--- src/source/bp_config_pkg.sv ---
package bp_config_pkg;

  // one row of entries per conditional branch type
  localparam int branch_types = 6;
  localparam int row_width = 3;

  // row addresses, beq on top
  localparam logic [row_width-1:0] beq_row  = 3'd5;
  localparam logic [row_width-1:0] bne_row  = 3'd4;
  localparam logic [row_width-1:0] blt_row  = 3'd3;
  localparam logic [row_width-1:0] bge_row  = 3'd2;
  localparam logic [row_width-1:0] bltu_row = 3'd1;
  localparam logic [row_width-1:0] bgeu_row = 3'd0;

  // 2-bit saturating counters of the local and global predictors
  localparam int hist_width = 2;
  localparam int hist_entries = 1 << hist_width;

  // accuracy count
  localparam int stat_width = 5;
  localparam int stat_max = (1 << stat_width) - 1;

  // low stat bits dropped when a row ages
  localparam int clear_bits = 3;

  // trend count, only used to break stat ties
  localparam int trend_width = 3;
  localparam int trend_max = (1 << trend_width) - 1;

  // static predictor starts ahead so it wins after reset
  localparam logic [stat_width-1:0] sp_stat_init = 5'd8;

endpackage

--- src/source/bp_types_pkg.sv ---
package bp_types_pkg;

  typedef struct packed {
    logic [bp_config_pkg::trend_width-1:0] trend;
    logic [bp_config_pkg::stat_width-1:0]  stat;
  } entry_t;

  // lhp_counts is indexed by row, so element 5 belongs to beq
  typedef struct packed {
    logic [bp_config_pkg::branch_types-1:0]                                branch_type;
    logic                                                                  sp_taken;
    logic [bp_config_pkg::hist_width-1:0]                                  ghp_count;
    logic [bp_config_pkg::branch_types-1:0][bp_config_pkg::hist_width-1:0] lhp_counts;
  } lookup_t;

  // fields captured by the core when the branch was looked up
  typedef struct packed {
    logic                                                                  valid;
    logic                                                                  taken;
    logic [bp_config_pkg::branch_types-1:0]                                branch_type;
    logic                                                                  sp_taken;
    logic [bp_config_pkg::hist_width-1:0]                                  ghp_count;
    logic [bp_config_pkg::branch_types-1:0][bp_config_pkg::hist_width-1:0] lhp_counts;
  } resolve_t;

  typedef struct packed {
    logic [bp_config_pkg::row_width-1:0]  row;
    logic                                 sp_idx;
    logic [bp_config_pkg::hist_width-1:0] lhp_idx;
    logic [bp_config_pkg::hist_width-1:0] ghp_idx;
  } sel_t;

  typedef struct packed {
    entry_t sp;
    entry_t lhp;
    entry_t ghp;
  } trio_t;

  typedef struct packed {
    logic  en;
    logic  age;
    sel_t  sel;
    trio_t val;
  } write_t;

  typedef enum logic [1:0] {
    sp  = 2'd0,
    lhp = 2'd1,
    ghp = 2'd2
  } provider_t;

endpackage

--- src/source/source_arbiter.sv ---
module source_arbiter (
  input  bp_types_pkg::trio_t     entries,
  input  logic                    sp_taken,
  input  logic                    lhp_taken,
  input  logic                    ghp_taken,
  output logic                    prediction,
  output bp_types_pkg::provider_t provider
);

  bp_types_pkg::entry_t best;
  bp_types_pkg::provider_t pick;

  // strictly more trusted, trend only on equal stat
  function automatic logic beats(bp_types_pkg::entry_t a, bp_types_pkg::entry_t b);
    if (a.stat != b.stat)
      return a.stat > b.stat;
    return a.trend > b.trend;
  endfunction

  // start from ghp so full ties keep ghp, then lhp, then sp
  always_comb
  begin
    best = entries.ghp;
    pick = bp_types_pkg::ghp;
    if (beats(entries.lhp, best))
    begin
      best = entries.lhp;
      pick = bp_types_pkg::lhp;
    end
    if (beats(entries.sp, best))
    begin
      best = entries.sp;
      pick = bp_types_pkg::sp;
    end
  end

  assign provider = pick;

  always_comb
  begin
    case (pick)
      bp_types_pkg::lhp: prediction = lhp_taken;
      bp_types_pkg::ghp: prediction = ghp_taken;
      default:           prediction = sp_taken;
    endcase
  end

endmodule

--- config.mk ---
export PLATFORM = sky130hd
export DESIGN_NAME = source_arbiter
export DESIGN_NICKNAME = d
export VERILOG_FILES = /design/src/source/bp_config_pkg.sv /design/src/source/bp_types_pkg.sv /design/src/source/source_arbiter.sv
export SDC_FILE = /design/constraint.sdc
export NUM_CORES = 1
export LEC_CHECK = 0
export ABC_AREA = 1
export BUFFER_PORTS_ARGS = -buffer_cell sky130_fd_sc_hd__clkbuf_2
export CAP_MARGIN = 20
export CORE_AREA = 2 2 44 46
export DETAILED_ROUTE_END_ITERATION = 6
export DIE_AREA = 0 0 46 48
export PLACE_DENSITY = 0.67
export SLEW_MARGIN = 40
export SYNTH_ARGS = -nofsm -noshare
export SYNTH_HDL_FRONTEND = slang
export SYNTH_SLANG_ARGS = --single-unit
--- constraint.sdc ---
create_clock -name vclk -period 3.65
set_input_delay 0.73 -clock vclk [all_inputs]
set_output_delay 0.73 -clock vclk [all_outputs]
set_load 0.05 [all_outputs]
; ---- Word-level counts from Yosys, hierarchy flattened
; Index checks and enable logic that the tools add are counted.
[classes]
mux = 10
magnitude_cmp = 4
eq_ne = 4
[ops]
columns = cell, count
row1 = $gt A5 B5 Y1, 2
row2 = $ne A5 B5 Y1, 2
row3 = $mux W8, 1
row4 = $gt A3 B3 Y1, 2
row5 = $mux W1, 6
row6 = $mux W2, 2
row7 = $eq A2 B1 Y1 const B, 1
row8 = $eq A2 B2 Y1 const B, 1
row9 = $pmux W1 S2, 1
[totals]
word_cells = 18
ff_bits = 0
input_bits = 27

; ---- Logic depth before layout (Yosys ltp)
[logic_depth]
ltp_word = 10
depth_mapped = 19
ltp_nobuf = 19

; ---- Worst setup path after synthesis
; Ideal clock, no wire load.
[synth_path]
path_type = input-to-output
startpoint = input entries[2] in the netlist's numbering
endpoint = output prediction
required_time_ps = 2920
t_arrival_ps = 2991
n_path_buf = 1
path_slack_ps = -71
stages = 16
path_cell_list = inv_1 ha_1 nand2_1 nand2_1 o21ai_1 nand2_2 nand2_4 buf_12 o21ai_2 ha_1 a21o_1 nor2_1 nand2_1 nand2_1 nand3_1 nand3_1
[synth_between]
elab_chain_cells = 10
word_cells_on_any_way = 17
[synth_lines]
columns = element, line
row1 = from (decl), source_arbiter.sv:2  ; input bp_types_pkg::trio_t entries,
row2 = $gt A5 B5 Y1 / $ne A5 B5 Y1 (equally long branches), "source_arbiter.sv:16, source_arbiter.sv:15"
row3 = $mux W1, source_arbiter.sv:15  ; if (a.stat != b.stat)
row4 = $mux W1, source_arbiter.sv:17  ; return a.trend > b.trend;
row5 = $mux W8, source_arbiter.sv:25  ; if (beats(entries.lhp, best))
row6 = $gt A5 B5 Y1 / $ne A5 B5 Y1 (equally long branches), "source_arbiter.sv:16, source_arbiter.sv:15"
row7 = $mux W1, source_arbiter.sv:15
row8 = $mux W1, source_arbiter.sv:17
row9 = $mux W2 *, source_arbiter.sv:30  ; if (beats(entries.sp, best))
row10 = $eq A2 B2 Y1 / $eq A2 B1 Y1 (equally long branches), source_arbiter.sv:41  ; case (pick)
row11 = $pmux W1 S2 *, source_arbiter.sv:41
row12 = to (decl), source_arbiter.sv:6  ; output logic prediction,
; Every way passes the cells marked *; elsewhere a longest branch is shown, timed or not. The select of a mux whose other input is x is not followed.

; ---- Final worst setup path
[layout_path]
startpoint = input entries[12] in the netlist's numbering
endpoint = output provider[0]
[layout_between]
elab_chain_cells = 8
word_cells_on_any_way = 14
[layout_lines]
columns = element, line
row1 = $gt A5 B5 Y1 / $ne A5 B5 Y1 (equally long branches), "source_arbiter.sv:16, source_arbiter.sv:15"
row2 = $mux W1, source_arbiter.sv:15
row3 = $mux W1, source_arbiter.sv:17
row4 = $mux W8, source_arbiter.sv:25
row5 = $gt A5 B5 Y1 / $ne A5 B5 Y1 (equally long branches), "source_arbiter.sv:16, source_arbiter.sv:15"
row6 = $mux W1, source_arbiter.sv:15
row7 = $mux W1, source_arbiter.sv:17
row8 = $mux W2 *, source_arbiter.sv:30
row9 = to (decl), source_arbiter.sv:7  ; output bp_types_pkg::provider_t provider
; Marks and branches as above.

==> impl_metrics.yaml <==
status:
  status: "complete, but fails checks"
  violations: "setup timing"
floorplanning:
  core_um2: 1690
  io_pins: 30
  row_count: 15
  die_w_um: 46
  die_h_um: 48
  die_area_um2: 2210
  start_util: 0.389
logic_synthesis:
  synth_most_common_cell: "nand2_1"
  yosys.area.top_type_share: 0.305
  yosys.area_share.simple: 0.366
  synth_compound_area_frac: 0.189
  yosysTopAreaCell: "ha_1"
  synth_top_family_by_area: "simple AND/OR/NAND/NOR gates"
  synth_cell_type_count: 18
  ys_warn_count: 0
  synth_area_per_cell_um2: 6.44
  netlist_area_um2: 657
  ys_seq_area_frac: 0
  syn_nets: 145
  syn-instance-count: 102
  synth_common_cells: "24 x nand2_1, 17 x inv_1, 16 x ha_1, 10 x nand3_1, 8 x o21ai_2"
  synth_xor_xnor_area_share: 0
  synth.mux.area_fraction: 0
  synthAdderAreaFrac: 0.305
  synthTopCellsByArea: "ha_1 30%, nand2_1 14%, o21ai_2 11%"
placed_design:
  globalplace.congestion: 0.672
  place_ws_ns: -0.184
  dp_hpwl_um: 1350
  placed_area_um2: 956
  io_buffers: 30
timing:
  max_freq_mhz: 273
  finalWorstSetupSlack_ns: -0.0136
  worst_pin_slew_ns: 0.188
  max-slew-margin-rel: 0.874
  slew_viol_final: 0
  final_hold_viol_count: 0
  post-route-period-util: 1.00
  period_needed_ns: 3.66
  setup-violations-final: 1
  holdWs_ns: 1.84
  setup-tns-final_ns: -0.0136
  rsz0062_at_grt: "true"
cts:
  holdBufCountCts: 0
detailed_routing:
  detail-route-antenna-nets: 0
  totalWireLength_um: 2250
  post-route-drc-count: 0
  drt_iter0_drc: 4
  post_drt_wl_per_cell_um: 13.2
  vias: 833
  firstDrtPassIters: 4
  vias_per_cell: 4.87
worst_setup_path:
  path_max_fanout: 8
  end_kind: "output port"
  path_delay_family: "compound AO/OA/AOI/OAI gates"
  worst-setup-path-type: "primary input to output port"
  cp.arrival_ns: 2.93
  path_buf_inv: 3
  worstPathRequired_ns: 2.92
  critPathMostFrequentCell: "ha_4"
  critPathMaxStageDelay_ns: 0.26
  slowest_stage: "ha_4"
  critPathLaunchType: "primary input"
  cp_cell_sequence: "clkbuf_2, ha_4, a21oi_2, o21a_1, nand2_4, nand2_8, nand2_1, o21ai_2, ha_4, a21o_1, nor2_1, nand2_2, buf_6, a21oi_4, buf_8"
finish:
  final_cell_area_um2: 1320
  fin_util: 0.779
  num-clock-buffers: 0
  nets: 199
  seq_cells: 0
  multi_input_area_um2: 845
  areaGrowthSynthToFinish_pct: 100
  antennaDiodeCount: 0
  drive_gt1_frac: 0.714
  sequential_cell_area_um2: 0
  fillers: 122
power:
  cellPowerDensity_nw_per_um2: 235
  p_leak_uw: 0.000675
  peakVddDrop_mv: 0.115
worst_hold_path:
  hold_end: "prediction"
  hold_path.class: "primary input to output port"
  worstHoldStart: "lhp_taken"
  hold_depth: 4
grt:
  antenna_found_initial: 0
  grt-ovfl-total: 0
  grt_pass1_wl_um: 2560
  grt.total_usage: 0.151
  grt_pass1_vias: 710
  grt_max_degree: 9
job:
  maxCapViolCount: 0
[layout by cell type (no fill, tap or decap)]
master	instances
a21o_1	1
clkbuf_2	23
nand2_8	3
nand3b_1	1
nor2_1	4
o21ai_2	9
ha_4	10
nand2_1	16
inv_1	11
nor2_4	1
o21a_1	1
nand3_2	8
buf_8	2
a21oi_4	1
nand3_1	2
nand2_4	7
buf_6	7
ha_1	6
inv_2	6
a21oi_2	3
inv_4	2
nand2_2	6
nor2_2	2
buf_4	20
a21oi_1	2
[power breakdown]
group / internal, uW / switching (uW)
clock network: 0 / 0
registers: 0 / 0
logic: 141 / 169
[repair_timing]
action,in CTS,in global routing
buffers inserted,0,3
resized for setup,14,55
endpoints found under the setup margin,3,3
cloned,1,0
pin swaps,3,25
[cells by family after synthesis]
| group | after synthesis |
|---|---|
| compound gates | 17 |
| fa+ha+maj | 16 |
| buf+inv | 20 |
| simple gates | 49 |
[how the worst max path moves through the flow]
stage | startpoint | endpoint | slack [ns] | depth (start not counted)
2_1_floorplan | entries[2] | provider[0] | 0.07 | 14
3_3_place_gp | entries[2] | prediction | -0.13 | 19
3_5_place_dp | entries[2] | prediction | -0.18 | 19
4_1_cts | entries[1] | prediction | 0.004 | 18
5_1_grt | entries[12] | provider[0] | -0.09 | 16
6_report | entries[12] | provider[0] | -0.01 | 15
[metrics by stage]
stage	std cells	total power [uW]
2_1_floorplan	102	147
3_3_place_gp	167	201
3_5_place_dp	167	206
4_1_cts	168	232
5_1_grt	171	334
6_report	171	309
[worst min-delay path: stages]
cell and delay, ns:
clkbuf_2 0.08, nand3_2 0.07, nand3_2 0.08, buf_8 0.14
[layout make-up]
type                            count  share of cell area
Timing Repair Buffer               52               0.284
Tap cell                           17              0.0162
Inverter                           19              0.0580
Multi-Input combinational cell     83               0.642
[layer usage]
metal | GRT usage | share of wire
met4 | 0 | 0.0089
met2 | 0.331 | 0.62
met3 | 0 | 0.041
met1 | 0.169 | 0.33
met5 | 0 | 0
Power figures use the tool's default switching activity.
