**src/source/bp_config_pkg.sv**
```systemverilog
package bp_config_pkg;

  // one row of entries per conditional branch type
  localparam int branch_types = 6;
  localparam int row_width = 3;

  // row addresses, beq on top
  localparam logic [row_width-1:0] beq_row  = 3'd5;
  localparam logic [row_width-1:0] bne_row  = 3'd4;
  localparam logic [row_width-1:0] blt_row  = 3'd3;
  localparam logic [row_width-1:0] bge_row  = 3'd2;
  localparam logic [row_width-1:0] bltu_row = 3'd1;
  localparam logic [row_width-1:0] bgeu_row = 3'd0;

  // 2-bit saturating counters of the local and global predictors
  localparam int hist_width = 2;
  localparam int hist_entries = 1 << hist_width;

  // accuracy count
  localparam int stat_width = 5;
  localparam int stat_max = (1 << stat_width) - 1;

  // low stat bits dropped when a row ages
  localparam int clear_bits = 3;

  // trend count, only used to break stat ties
  localparam int trend_width = 3;
  localparam int trend_max = (1 << trend_width) - 1;

  // static predictor starts ahead so it wins after reset
  localparam logic [stat_width-1:0] sp_stat_init = 5'd8;

endpackage

```
**src/source/bp_types_pkg.sv**
```systemverilog
package bp_types_pkg;

  typedef struct packed {
    logic [bp_config_pkg::trend_width-1:0] trend;
    logic [bp_config_pkg::stat_width-1:0]  stat;
  } entry_t;

  // lhp_counts is indexed by row, so element 5 belongs to beq
  typedef struct packed {
    logic [bp_config_pkg::branch_types-1:0]                                branch_type;
    logic                                                                  sp_taken;
    logic [bp_config_pkg::hist_width-1:0]                                  ghp_count;
    logic [bp_config_pkg::branch_types-1:0][bp_config_pkg::hist_width-1:0] lhp_counts;
  } lookup_t;

  // fields captured by the core when the branch was looked up
  typedef struct packed {
    logic                                                                  valid;
    logic                                                                  taken;
    logic [bp_config_pkg::branch_types-1:0]                                branch_type;
    logic                                                                  sp_taken;
    logic [bp_config_pkg::hist_width-1:0]                                  ghp_count;
    logic [bp_config_pkg::branch_types-1:0][bp_config_pkg::hist_width-1:0] lhp_counts;
  } resolve_t;

  typedef struct packed {
    logic [bp_config_pkg::row_width-1:0]  row;
    logic                                 sp_idx;
    logic [bp_config_pkg::hist_width-1:0] lhp_idx;
    logic [bp_config_pkg::hist_width-1:0] ghp_idx;
  } sel_t;

  typedef struct packed {
    entry_t sp;
    entry_t lhp;
    entry_t ghp;
  } trio_t;

  typedef struct packed {
    logic  en;
    logic  age;
    sel_t  sel;
    trio_t val;
  } write_t;

  typedef enum logic [1:0] {
    sp  = 2'd0,
    lhp = 2'd1,
    ghp = 2'd2
  } provider_t;

endpackage

```
**src/source/confidence_updater.sv**
```systemverilog
module confidence_updater (
  input  bp_types_pkg::resolve_t resolve,
  input  bp_types_pkg::sel_t     sel,
  input  bp_types_pkg::trio_t    entries,
  output bp_types_pkg::write_t   wr
);

  logic sp_right;
  logic lhp_right;
  logic ghp_right;
  logic sp_full;
  logic lhp_full;
  logic ghp_full;

  // saturating step of both counts
  function automatic bp_types_pkg::entry_t step(bp_types_pkg::entry_t e, logic right);
    bp_types_pkg::entry_t n;
    n = e;
    if (right)
    begin
      if (e.stat != bp_config_pkg::stat_max)
        n.stat = e.stat + 1'b1;
      if (e.trend != bp_config_pkg::trend_max)
        n.trend = e.trend + 1'b1;
    end
    else
    begin
      if (e.stat != '0)
        n.stat = e.stat - 1'b1;
      if (e.trend != '0)
        n.trend = e.trend - 1'b1;
    end
    return n;
  endfunction

  // counter direction is its top bit
  assign sp_right  = (resolve.sp_taken == resolve.taken);
  assign lhp_right = (sel.lhp_idx[bp_config_pkg::hist_width-1] == resolve.taken);
  assign ghp_right = (sel.ghp_idx[bp_config_pkg::hist_width-1] == resolve.taken);

  assign sp_full  = (entries.sp.stat == bp_config_pkg::stat_max);
  assign lhp_full = (entries.lhp.stat == bp_config_pkg::stat_max);
  assign ghp_full = (entries.ghp.stat == bp_config_pkg::stat_max);

  assign wr.en      = resolve.valid;
  // a right answer on a full stat would overflow, so the row ages
  assign wr.age     = (sp_right && sp_full) || (lhp_right && lhp_full) ||
                      (ghp_right && ghp_full);
  assign wr.sel     = sel;
  assign wr.val.sp  = step(entries.sp, sp_right);
  assign wr.val.lhp = step(entries.lhp, lhp_right);
  assign wr.val.ghp = step(entries.ghp, ghp_right);

endmodule

```
**config.mk**
```make
export PLATFORM = sky130hd
export DESIGN_NAME = confidence_updater
export DESIGN_NICKNAME = d
export VERILOG_FILES = /design/src/source/bp_config_pkg.sv /design/src/source/bp_types_pkg.sv /design/src/source/confidence_updater.sv
export SDC_FILE = /design/constraint.sdc
export NUM_CORES = 1
export LEC_CHECK = 0
export ABC_CLOCK_PERIOD_IN_PS = 800
export BUFFER_PORTS_ARGS = -buffer_cell sky130_fd_sc_hd__clkbuf_2
export CORE_MARGIN = 2
export CORE_UTILIZATION = 35
export DETAILED_ROUTE_END_ITERATION = 12
export GPL_TIMING_DRIVEN = 0
export PLACE_DENSITY = 0.73
export SLEW_MARGIN = 10
export SYNTH_ARGS = -nofsm -noshare
export SYNTH_HDL_FRONTEND = slang
export SYNTH_SLANG_ARGS = --single-unit
```
**constraint.sdc**
```tcl
create_clock -name vclk -period 0.8
set_input_delay 0 -clock vclk [all_inputs]
set_output_delay 0 -clock vclk [all_outputs]
set_load 0.02 [all_outputs]
```
Word-level counts from Yosys, hierarchy flattened:

Cells that the tools add are included.

* add/subtract/negate cells: 12
* order comparisons: 0
* equality and inequality tests: 12
* reduce and logical (&&, ||, !) cells: 11
* shifts and indexed selects: 0
* bitwise operators: 0
* $mul: 0
* muxes and demuxes: 15
* div/mod/pow operators: 0

Operators by type and width (count)
* two-way mux 5 bit: 6
* two-way mux 8 bit: 3
* two-way mux 3 bit: 6
* adder 5 x 1 -> 5 bit (second input constant): 3
* == test 5 bit (second input constant): 3
* inequality test 5 bit (second input constant): 3
* nonzero test 5 bit: 3
* subtractor 5 x 1 -> 5 bit (second input constant): 3
* adder 3 x 1 -> 3 bit (second input constant): 3
* inequality test 3 bit (second input constant): 3
* nonzero test 3 bit: 3
* subtractor 3 x 1 -> 3 bit (second input constant): 3
* == test 1 bit: 3
* logical AND 1 bit: 3
* logical OR 1 bit: 2

* bits in latches: 0
* output and inout bits: 34
* word-level logic and storage cells: 50
* memories kept: 0
* memory bits (read-only): 0
* RAM bits: 0
* input bits: 55
* bits in registers: 0

Longest topological paths before layout:

Gate-level depths: netlist of the first run.

* depth in word-level cells: 4
* gate-level depth with buffers: 6
* mapped depth without buffers: 6

Worst setup path after synthesis of the first run:

Ideal clock, no wire load.

* kind: input-to-output
* from: in resolve[21] (netlist name)
* to: out wr[3] (netlist name)
* arrival: 1.108 ns
* buffers on the path: 2
* cell stages on the path: 6
* data required time: 0.800 ns
* path slack: -0.308 ns
* cell sequence: buf_12 > xnor2_2 > buf_6 > nand4_1 > a21boi_1 > o221ai_1

RTL lines
* start: declaration: line confidence_updater.sv:2 `input bp_types_pkg::resolve_t resolve,`
* end: declaration: line confidence_updater.sv:5 `output bp_types_pkg::write_t wr`

==> results of run 1 <==
==> final timing paths <==
kind / to / slack (ns) / start / cells past startpoint
max: wr[3] / -0.39 / entries[1] / 8
min: wr[28] / 0.22 / sel[4] / 2
==> timing repair <==
| item | 4_1_cts | 5_1_grt |
|---|---|---|
| pin swaps | 44 | 26 |
| buffers inserted | 19 | 5 |
| gates cloned | 2 | 1 |
| setup endpoints to repair | 25 | 25 |
| hold buffers | 0 | 0 |
| gates resized for setup | 138 | 47 |
==> synth_stat cells, types with 5 or more instances <==
library cell  count
ha_1             15
nand3_1          10
nor2_1            8
o21ai_0           6
buf_4            10
nand2_1          28
o221ai_1          5
inv_1            15
a31oi_1           6
xnor2_1           6
nor3_1            8
nand4_1           5
a21oi_1           7
==> stage by stage <==
stage           util  setup WS [ns]
5_1_grt        0.870         -0.432
3_3_place_gp   0.579         -0.569
4_1_cts        0.813         -0.388
6_report       0.870         -0.393
3_5_place_dp   0.579         -0.580
2_1_floorplan      -         -0.143
==> power groups by stage <==
stage | Combinational [µW] | Clock, µW | Sequential (µW)
after global placement | 1570 | 0 | 0
after CTS | 2230 | 0 | 0
after global routing | 2630 | 0 | 0
after floorplan | 1180 | 0 | 0
after detailed placement | 1580 | 0 | 0
final | 2510 | 0 | 0
==> layer usage <==
layer | up-vias | track usage | routed length, µm
li1 | 813 | - | -
met1 | 854 | 0.279 | 2250
met2 | 88 | 0.497 | 3110
met3 | 8 | 0.0174 | 250
met4 | 0 | 0.0585 | 70
met5 | - | 0 | 0
==> cell families after synthesis <==
kind of cell             count (synthesis)  share of synthesized area
XOR/XNOR                                12                      0.144
buffers and inverters                   33                      0.159
AND/OR/NAND/NOR                         66                      0.238
adder cells (fa/ha/maj)                 15                      0.147
multiplexers                             1                    0.00784
AO/OA/AOI/OAI                           52                      0.305
==> area by class of cell <==
cell class	count	area share
buffer	18	0.0543
inverter	15	0.0383
multi-input combinational	146	0.576
tap	46	0.0194
timing repair buffer	82	0.312
==> results.yml, run 1 <==
global_routing:
  grt_max_degree: 11
  antenna_found_initial: 0
  overflow: 0
  grt_pass1_vias: 1757
  grt_pass1_wl_um: 8400
  grt_usage: 0.248
placed_design:
  hpwl_um: 2740
  gp_congestion: 0.768
  dpl-instance-area_mm2: 0.00198
  io_buffer_count: 56
  dp.cells: 281
routing:
  avgViaCountPerCell: 5.74
  drc_errors: 0
  totalWireLength_um: 5680
  drt_iter0_drc: 82
  ant_nets: 0
  vias: 1763
  avgRoutedWirePerCell_um: 18.5
  first_pass_iters: 4
power_and_ir_drop:
  clkPwrFrac: 0
  comb_power_share: 1.000
  swShare: 0.487
  p_leak_uw: 0.00127
  vdd.ir_drop.worst_mv: 0.579
  pwr_density_cell_mw_per_mm2: 845
  pwr-share-seq: 0
  intPower_uw: 1290
  finalPower_uw: 2510
  p_switching_uw: 1220
floorplanning:
  fp-row-count: 21
  initial_core_util: 0.374
  dieWidth_um: 64.4
  die_h_um: 64.4
  die-area_mm2: 0.00415
  coreArea_mm2: 0.00342
  ioPinCount: 89
timing:
  fin_setup_tns_ns: -6.68
  rsz0062_at_grt: "yes"
  holdWs_ns: 0.225
  max_freq_mhz: 838
  setup_ws_ns: -0.393
  setup_viol: 25
  relSlewSlack: 0.784
  min_period_ns: 1.19
  tightestPinTransition_ns: 0.322
  final-hold-violation-count: 0
  fin_crit_sh: 1.49
  drv_slew: 0
synth:
  ys_seq_area_frac: 0
  synth.avg_cell_area_um2: 7.14
  yosys-top-cells-area: "ha_1, nand2_1, xor2_4, buf_4, inv_1"
  synth_top_area_frac: 0.147
  ys_warn_count: 0
  syn-num-nets: 249
  synthCells: 179
  netlist_area_mm2: 0.00128
  synth.largest_area_cell: "ha_1"
  yosysUniqueCellTypes: 38
setup_path:
  startpoint_type: "primary input"
  cpMostUsedCell: "inv_4"
  crit_type: "in2out"
  crit_fanout: 5
  crit_arrival_ns: 1.19
  cp_top_family: "compound AO/OA/AOI/OAI gates"
  crit_required_ns: 0.80
  cp.buffers_inverters: 4
  max_stage_delay_ns: 0.38
  endpoint_kind: "primary output"
  critPathSlowestCell: "o41a_4"
  crit_chain: "clkbuf_8 -> inv_4 -> ha_4 -> inv_4 -> o41a_4 -> a21boi_4 -> o221ai_4 -> buf_8"
final_layout:
  multi_input_area_mm2: 0.00171
  postLayoutCellArea_mm2: 0.00297
  layout_common_cells: "buf_4, clkbuf_2, clkbuf_8"
  final_common_cell: "buf_4"
  ff_latch_area_um2: 0
  drive_above_1_share: 0.782
  area_growth_pct: 133
  fill_cells: 158
  diodes: 0
  fin_cells: 307
  nNetsFinal: 333
  nClkBuffers: 0
  n_sequential_cell: 0
min_path:
  min_path_type: "in2out"
status:
  violations: "setup timing"
  status: "complete, but fails checks"
flow_run:
  cap_viol_max_count: 0
Note: power is estimated with default switching activity, not from simulation.
==> run 2: changes to the inputs <==
--- a/config.mk
+++ b/config.mk
@@ -5,13 +5,14 @@
 export SDC_FILE = /design/constraint.sdc
 export NUM_CORES = 1
 export LEC_CHECK = 0
+export ABC_AREA = 1
 export ABC_CLOCK_PERIOD_IN_PS = 800
 export BUFFER_PORTS_ARGS = -buffer_cell sky130_fd_sc_hd__clkbuf_2
 export CORE_MARGIN = 2
 export CORE_UTILIZATION = 35
 export DETAILED_ROUTE_END_ITERATION = 12
 export GPL_TIMING_DRIVEN = 0
-export PLACE_DENSITY = 0.73
+export PLACE_DENSITY = 0.72
 export SLEW_MARGIN = 10
 export SYNTH_ARGS = -nofsm -noshare
 export SYNTH_HDL_FRONTEND = slang
==> results.yml, run 2 <==
synth:
  ys_warn_count: 0
  synthCells: 251
  synth.avg_cell_area_um2: 5.22
  synth_top_area_frac: 0.284
  yosys-top-cells-area: "nand2_1, ha_1, nand3_1, inv_1, o21ai_0"
  yosysMostFrequentCell: "nand2_1"
  syn-num-nets: 321
  synth.largest_area_cell: "nand2_1"
  yosys-top-cells-count: "nand2_1, inv_1, nand3_1"
  ys_seq_area_frac: 0
  yosysUniqueCellTypes: 18
  netlist_area_mm2: 0.00131
timing:
  drv_slew: 0
  max_freq_mhz: 1090
  setup_viol: 18
  setup_ws_ns: -0.114
  min_period_ns: 0.914
  holdWs_ns: 0.224
  relSlewSlack: 0.853
  tightestPinTransition_ns: 0.220
  final-hold-violation-count: 0
  fin_crit_sh: 1.14
  rsz0062_at_grt: "yes"
status:
  violations: "setup timing"
  status: "complete, but fails checks"
floorplanning:
  ioPinCount: 89
  fp-row-count: 22
  die_h_um: 65.2
  initial_core_util: 0.361
  dieWidth_um: 65.2
  die-area_mm2: 0.00425
  coreArea_mm2: 0.00363
power_and_ir_drop:
  p_leak_uw: 0.00139
  pwr_density_cell_mw_per_mm2: 704
  vdd.ir_drop.worst_mv: 0.407
global_routing:
  grt_pass1_wl_um: 7290
  overflow: 0
  grt_pass1_vias: 1707
  grt_usage: 0.205
  grt_max_degree: 9
  antenna_found_initial: 0
final_layout:
  fill_cells: 281
  utilization: 0.757
  diodes: 0
  ff_latch_area_um2: 0
  multi_input_area_mm2: 0.00156
  layout_common_cells: "nand2_1, buf_4, nand2_2"
  n_sequential_cell: 0
  area_growth_pct: 110
  final_common_cell: "nand2_1"
  nNetsFinal: 405
  fin_cells: 381
  nClkBuffers: 0
  drive_above_1_share: 0.559
placed_design:
  gp_congestion: 0.782
  io_buffer_count: 59
  hpwl_um: 2650
  dp.cells: 358
routing:
  totalWireLength_um: 4850
  vias: 1908
  avgRoutedWirePerCell_um: 12.7
  avgViaCountPerCell: 5.01
  ant_nets: 0
  first_pass_iters: 4
  drt_iter0_drc: 101
  drc_errors: 0
min_path:
  hold_path_end: "wr[24]"
  min_from: "sel[0]"
  hold_path_depth: 2
  min_path_type: "in2out"
setup_path:
  endpoint_kind: "primary output"
  crit_type: "in2out"
  crit_arrival_ns: 0.91
  crit_required_ns: 0.80
  crit_fanout: 4
  startpoint_type: "primary input"
  crit_start: "entries[16]"
flow_run:
  cap_viol_max_count: 0
cts:
  hold_buffers: 0
-- run 2: cell count changes after synthesis, sizes merged, moves of 7 or more --
cell / delta
a21oi: -7
inv: +18
nand2: +83
nand3: +17
nor3: -9
o21ai: +9
-- run 2: cell families (layout without fill, tap and decap cells) --
kind of cell | Yosys count | in the layout | synth area share
AND/OR/NAND/NOR | 158 | 160 | 0.528
XOR/XNOR | 11 | 11 | 0.0735
adder cells (fa/ha/maj) | 15 | 15 | 0.143
AO/OA/AOI/OAI | 22 | 22 | 0.0879
buffers and inverters | 45 | 125 | 0.167
-- run 2: worst max path at each step --
stage | to | slack, ns | cells past startpoint
after CTS | wr[17] | -0.09 | 8
after global routing | wr[17] | -0.22 | 8
after floorplan | wr[10] | -0.02 | 5
after global placement | wr[10] | -0.28 | 7
after detailed placement | wr[32] | -0.28 | 5
final | wr[16] | -0.11 | 8
-- run 2: layer usage --
metal / vias up / GRT usage / wire, µm
li1: 961 / - / -
met1: 855 / 0.242 / 1930
met2: 84 / 0.408 / 2550
met3: 8 / 0.0137 / 318
met4: 0 / 0.0286 / 56
met5: - / 0 / 0
-- run 2: stage by stage --
stage               cell area (µm²)  power [µW]  setup TNS [ns]  setup slack, ns
detailed placement             1670        1160           -4.50           -0.283
floorplan                      1320         807         -0.0167          -0.0167
global placement               1670        1150           -4.26           -0.283
global route                   2750        2080           -2.53           -0.220
CTS                            2420        1640          -0.829          -0.0950
finish                         2750        1940           -1.21           -0.114
-- run 2: area by class of cell --
class | instances | share of cell area
multi-input combinational | 208 | 0.566
timing repair buffer | 80 | 0.309
inverter | 33 | 0.0687
buffer | 12 | 0.0346
tap | 48 | 0.0218
-- run 2: power by group --
part	total [µW]	internal [µW]	leakage [µW]	switching, µW
logic	1940	924	0.00139	1010
clock network	0	0	0	0
registers	0	0	0	0
total	1940	924	0.00139	1010
-- run 2: critical path: stages --
cell	delay (ns)
clkbuf_16	0.13
ha_4	0.15
nand4_1	0.19
nand2_2	0.13
nand2_1	0.06
nand2_1	0.05
nand2_1	0.06
clkbuf_8	0.15
-- run 2: what timing repair did --
| item | 4_1_cts | 5_1_grt |
|---|---|---|
| resized for setup | 149 | 91 |
| pin swaps | 47 | 38 |
| buffers inserted | 16 | 5 |
| setup endpoints to repair | 25 | 25 |
| gates cloned | 2 | 0 |
==> run 3: changes to the inputs <==
--- a/config.mk
+++ b/config.mk
@@ -8,11 +8,13 @@
 export ABC_AREA = 1
 export ABC_CLOCK_PERIOD_IN_PS = 800
 export BUFFER_PORTS_ARGS = -buffer_cell sky130_fd_sc_hd__clkbuf_2
+export CAP_MARGIN = 40
 export CORE_MARGIN = 2
 export CORE_UTILIZATION = 35
 export DETAILED_ROUTE_END_ITERATION = 12
 export GPL_TIMING_DRIVEN = 0
 export PLACE_DENSITY = 0.72
+export SKIP_LAST_GASP = 1
 export SLEW_MARGIN = 10
 export SYNTH_ARGS = -nofsm -noshare
 export SYNTH_HDL_FRONTEND = slang
==> results.yml, run 3 (same netlist as run 2, synthesis figures left out) <==
routing:
  m1WireLength_um: 1900
  maxUsedRoutingLayer: "met4"
  wl_met2_um: 2560
  avgRoutedWirePerCell_um: 12.5
  drt_iter0_drc: 87
  vias: 1908
  avgViaCountPerCell: 5.01
  drc_errors: 0
  totalWireLength_um: 4770
  ant_nets: 0
  first_pass_iters: 4
  dr_wl_met3_um: 282
power_and_ir_drop:
  pwr_density_cell_mw_per_mm2: 701
  clkPwrFrac: 0
  p_switching_uw: 998
  intPower_uw: 911
  p_leak_uw: 0.00137
  comb_power_share: 1.000
  pwr-share-seq: 0
  swShare: 0.523
  vdd.ir_drop.worst_mv: 0.438
final_layout:
  postLayoutCellArea_mm2: 0.00273
  n_sequential_cell: 0
  area_growth_pct: 108
  diodes: 0
  fill_cells: 290
  nClkBuffers: 0
  ff_latch_area_um2: 0
  layout_common_cells: "nand2_1, buf_4, nand2_2"
  drive_above_1_share: 0.559
  final_common_cell: "nand2_1"
  nNetsFinal: 405
  fin_cells: 381
setup_path:
  crit_fanout: 4
  crit_arrival_ns: 0.91
  cpMostUsedCell: "nand2_1"
  max_stage_delay_ns: 0.19
  crit_required_ns: 0.80
  crit_chain: "clkbuf_16 -> ha_4 -> nand4_1 -> nand2_2 -> nand2_1 -> nand2_1 -> nand2_1 -> clkbuf_4"
  endpoint_kind: "primary output"
  critPathSlowestCell: "nand4_1"
  crit_type: "in2out"
  startpoint_type: "primary input"
global_routing:
  grt_pass1_wl_um: 7070
  grt_usage: 0.197
  grt_pass1_vias: 1688
  antenna_found_initial: 0
  grt_max_degree: 9
  overflow: 0
timing:
  fin_crit_sh: 1.14
  tightestPinTransition_ns: 0.224
  rsz0062_at_grt: "yes"
  min_period_ns: 0.909
  final-hold-violation-count: 0
  setup_ws_ns: -0.109
  setup_viol: 18
  holdWs_ns: 0.224
  relSlewSlack: 0.850
  max_freq_mhz: 1100
  drv_slew: 0
placed_design:
  gp_congestion: 0.782
  hpwl_um: 2650
  dpl-instance-area_mm2: 0.00167
  io_buffer_count: 59
  dp.cells: 358
floorplanning:
  coreArea_mm2: 0.00363
  die_h_um: 65.2
  fp-row-count: 22
  die-area_mm2: 0.00425
  initial_core_util: 0.361
  ioPinCount: 89
  dieWidth_um: 65.2
status:
  status: "complete, but fails checks"
  violations: "setup timing"
cts:
  hold_buffers: 0
flow_run:
  cap_viol_max_count: 0
min_path:
  min_path_type: "in2out"
-- run 3: path summary, 6_finish.rpt --
kind	start	end	depth (start not counted)
worst max-delay path	entries[16]	wr[16]	8
worst min-delay path	sel[0]	wr[24]	2
-- run 3: routing by layer --
layer	global-route usage	vias to the layer above
li1	-	960
met1	0.237	878
met2	0.392	66
met3	0.0154	4
met4	0.0156	0
met5	0	-
-- run 3: metrics by stage --
step                      setup WS [ns]  TNS, ns  total power (µW)   util
final                            -0.109   -0.961              1910  0.750
after global routing             -0.220    -2.38              2050  0.750
after CTS                       -0.0950   -0.850              1620  0.658
after detailed placement         -0.283    -4.50              1160  0.460
after global placement           -0.283    -4.26              1150  0.460
after floorplan                 -0.0167  -0.0167               807      -
-- run 3: cell type report --
| class | instances | area, µm² | area share |
|---|---|---|---|
| Buffer | 12 | 95.1 | 0.0349 |
| Timing Repair Buffer | 80 | 841 | 0.309 |
| Multi-Input combinational cell | 208 | 1540 | 0.563 |
| Inverter | 33 | 194 | 0.0712 |
| Tap cell | 48 | 60.1 | 0.0220 |
-- run 3: power by group through the flow --
stage	combinational, µW	sequential [µW]	clock, µW
after detailed placement	1160	0	0
after global routing	2050	0	0
after floorplan	807	0	0
after global placement	1150	0	0
after CTS	1620	0	0
final	1910	0	0
-- run 3: repair_timing --
| action | 4_1_cts | 5_1_grt |
|---|---|---|
| hold endpoints to repair | 0 | 0 |
| pin swaps | 46 | 39 |
| endpoints found under the setup margin | 25 | 25 |
| buffers inserted | 16 | 5 |
| cloned | 2 | 0 |
| resized for setup | 144 | 94 |
-- run 3: worst max-delay path: cells and delay by family --
kind / cells / cell delay, ns
simple gates: 5 / 0.47
buf+inv: 2 / 0.28
fa+ha+maj: 1 / 0.15
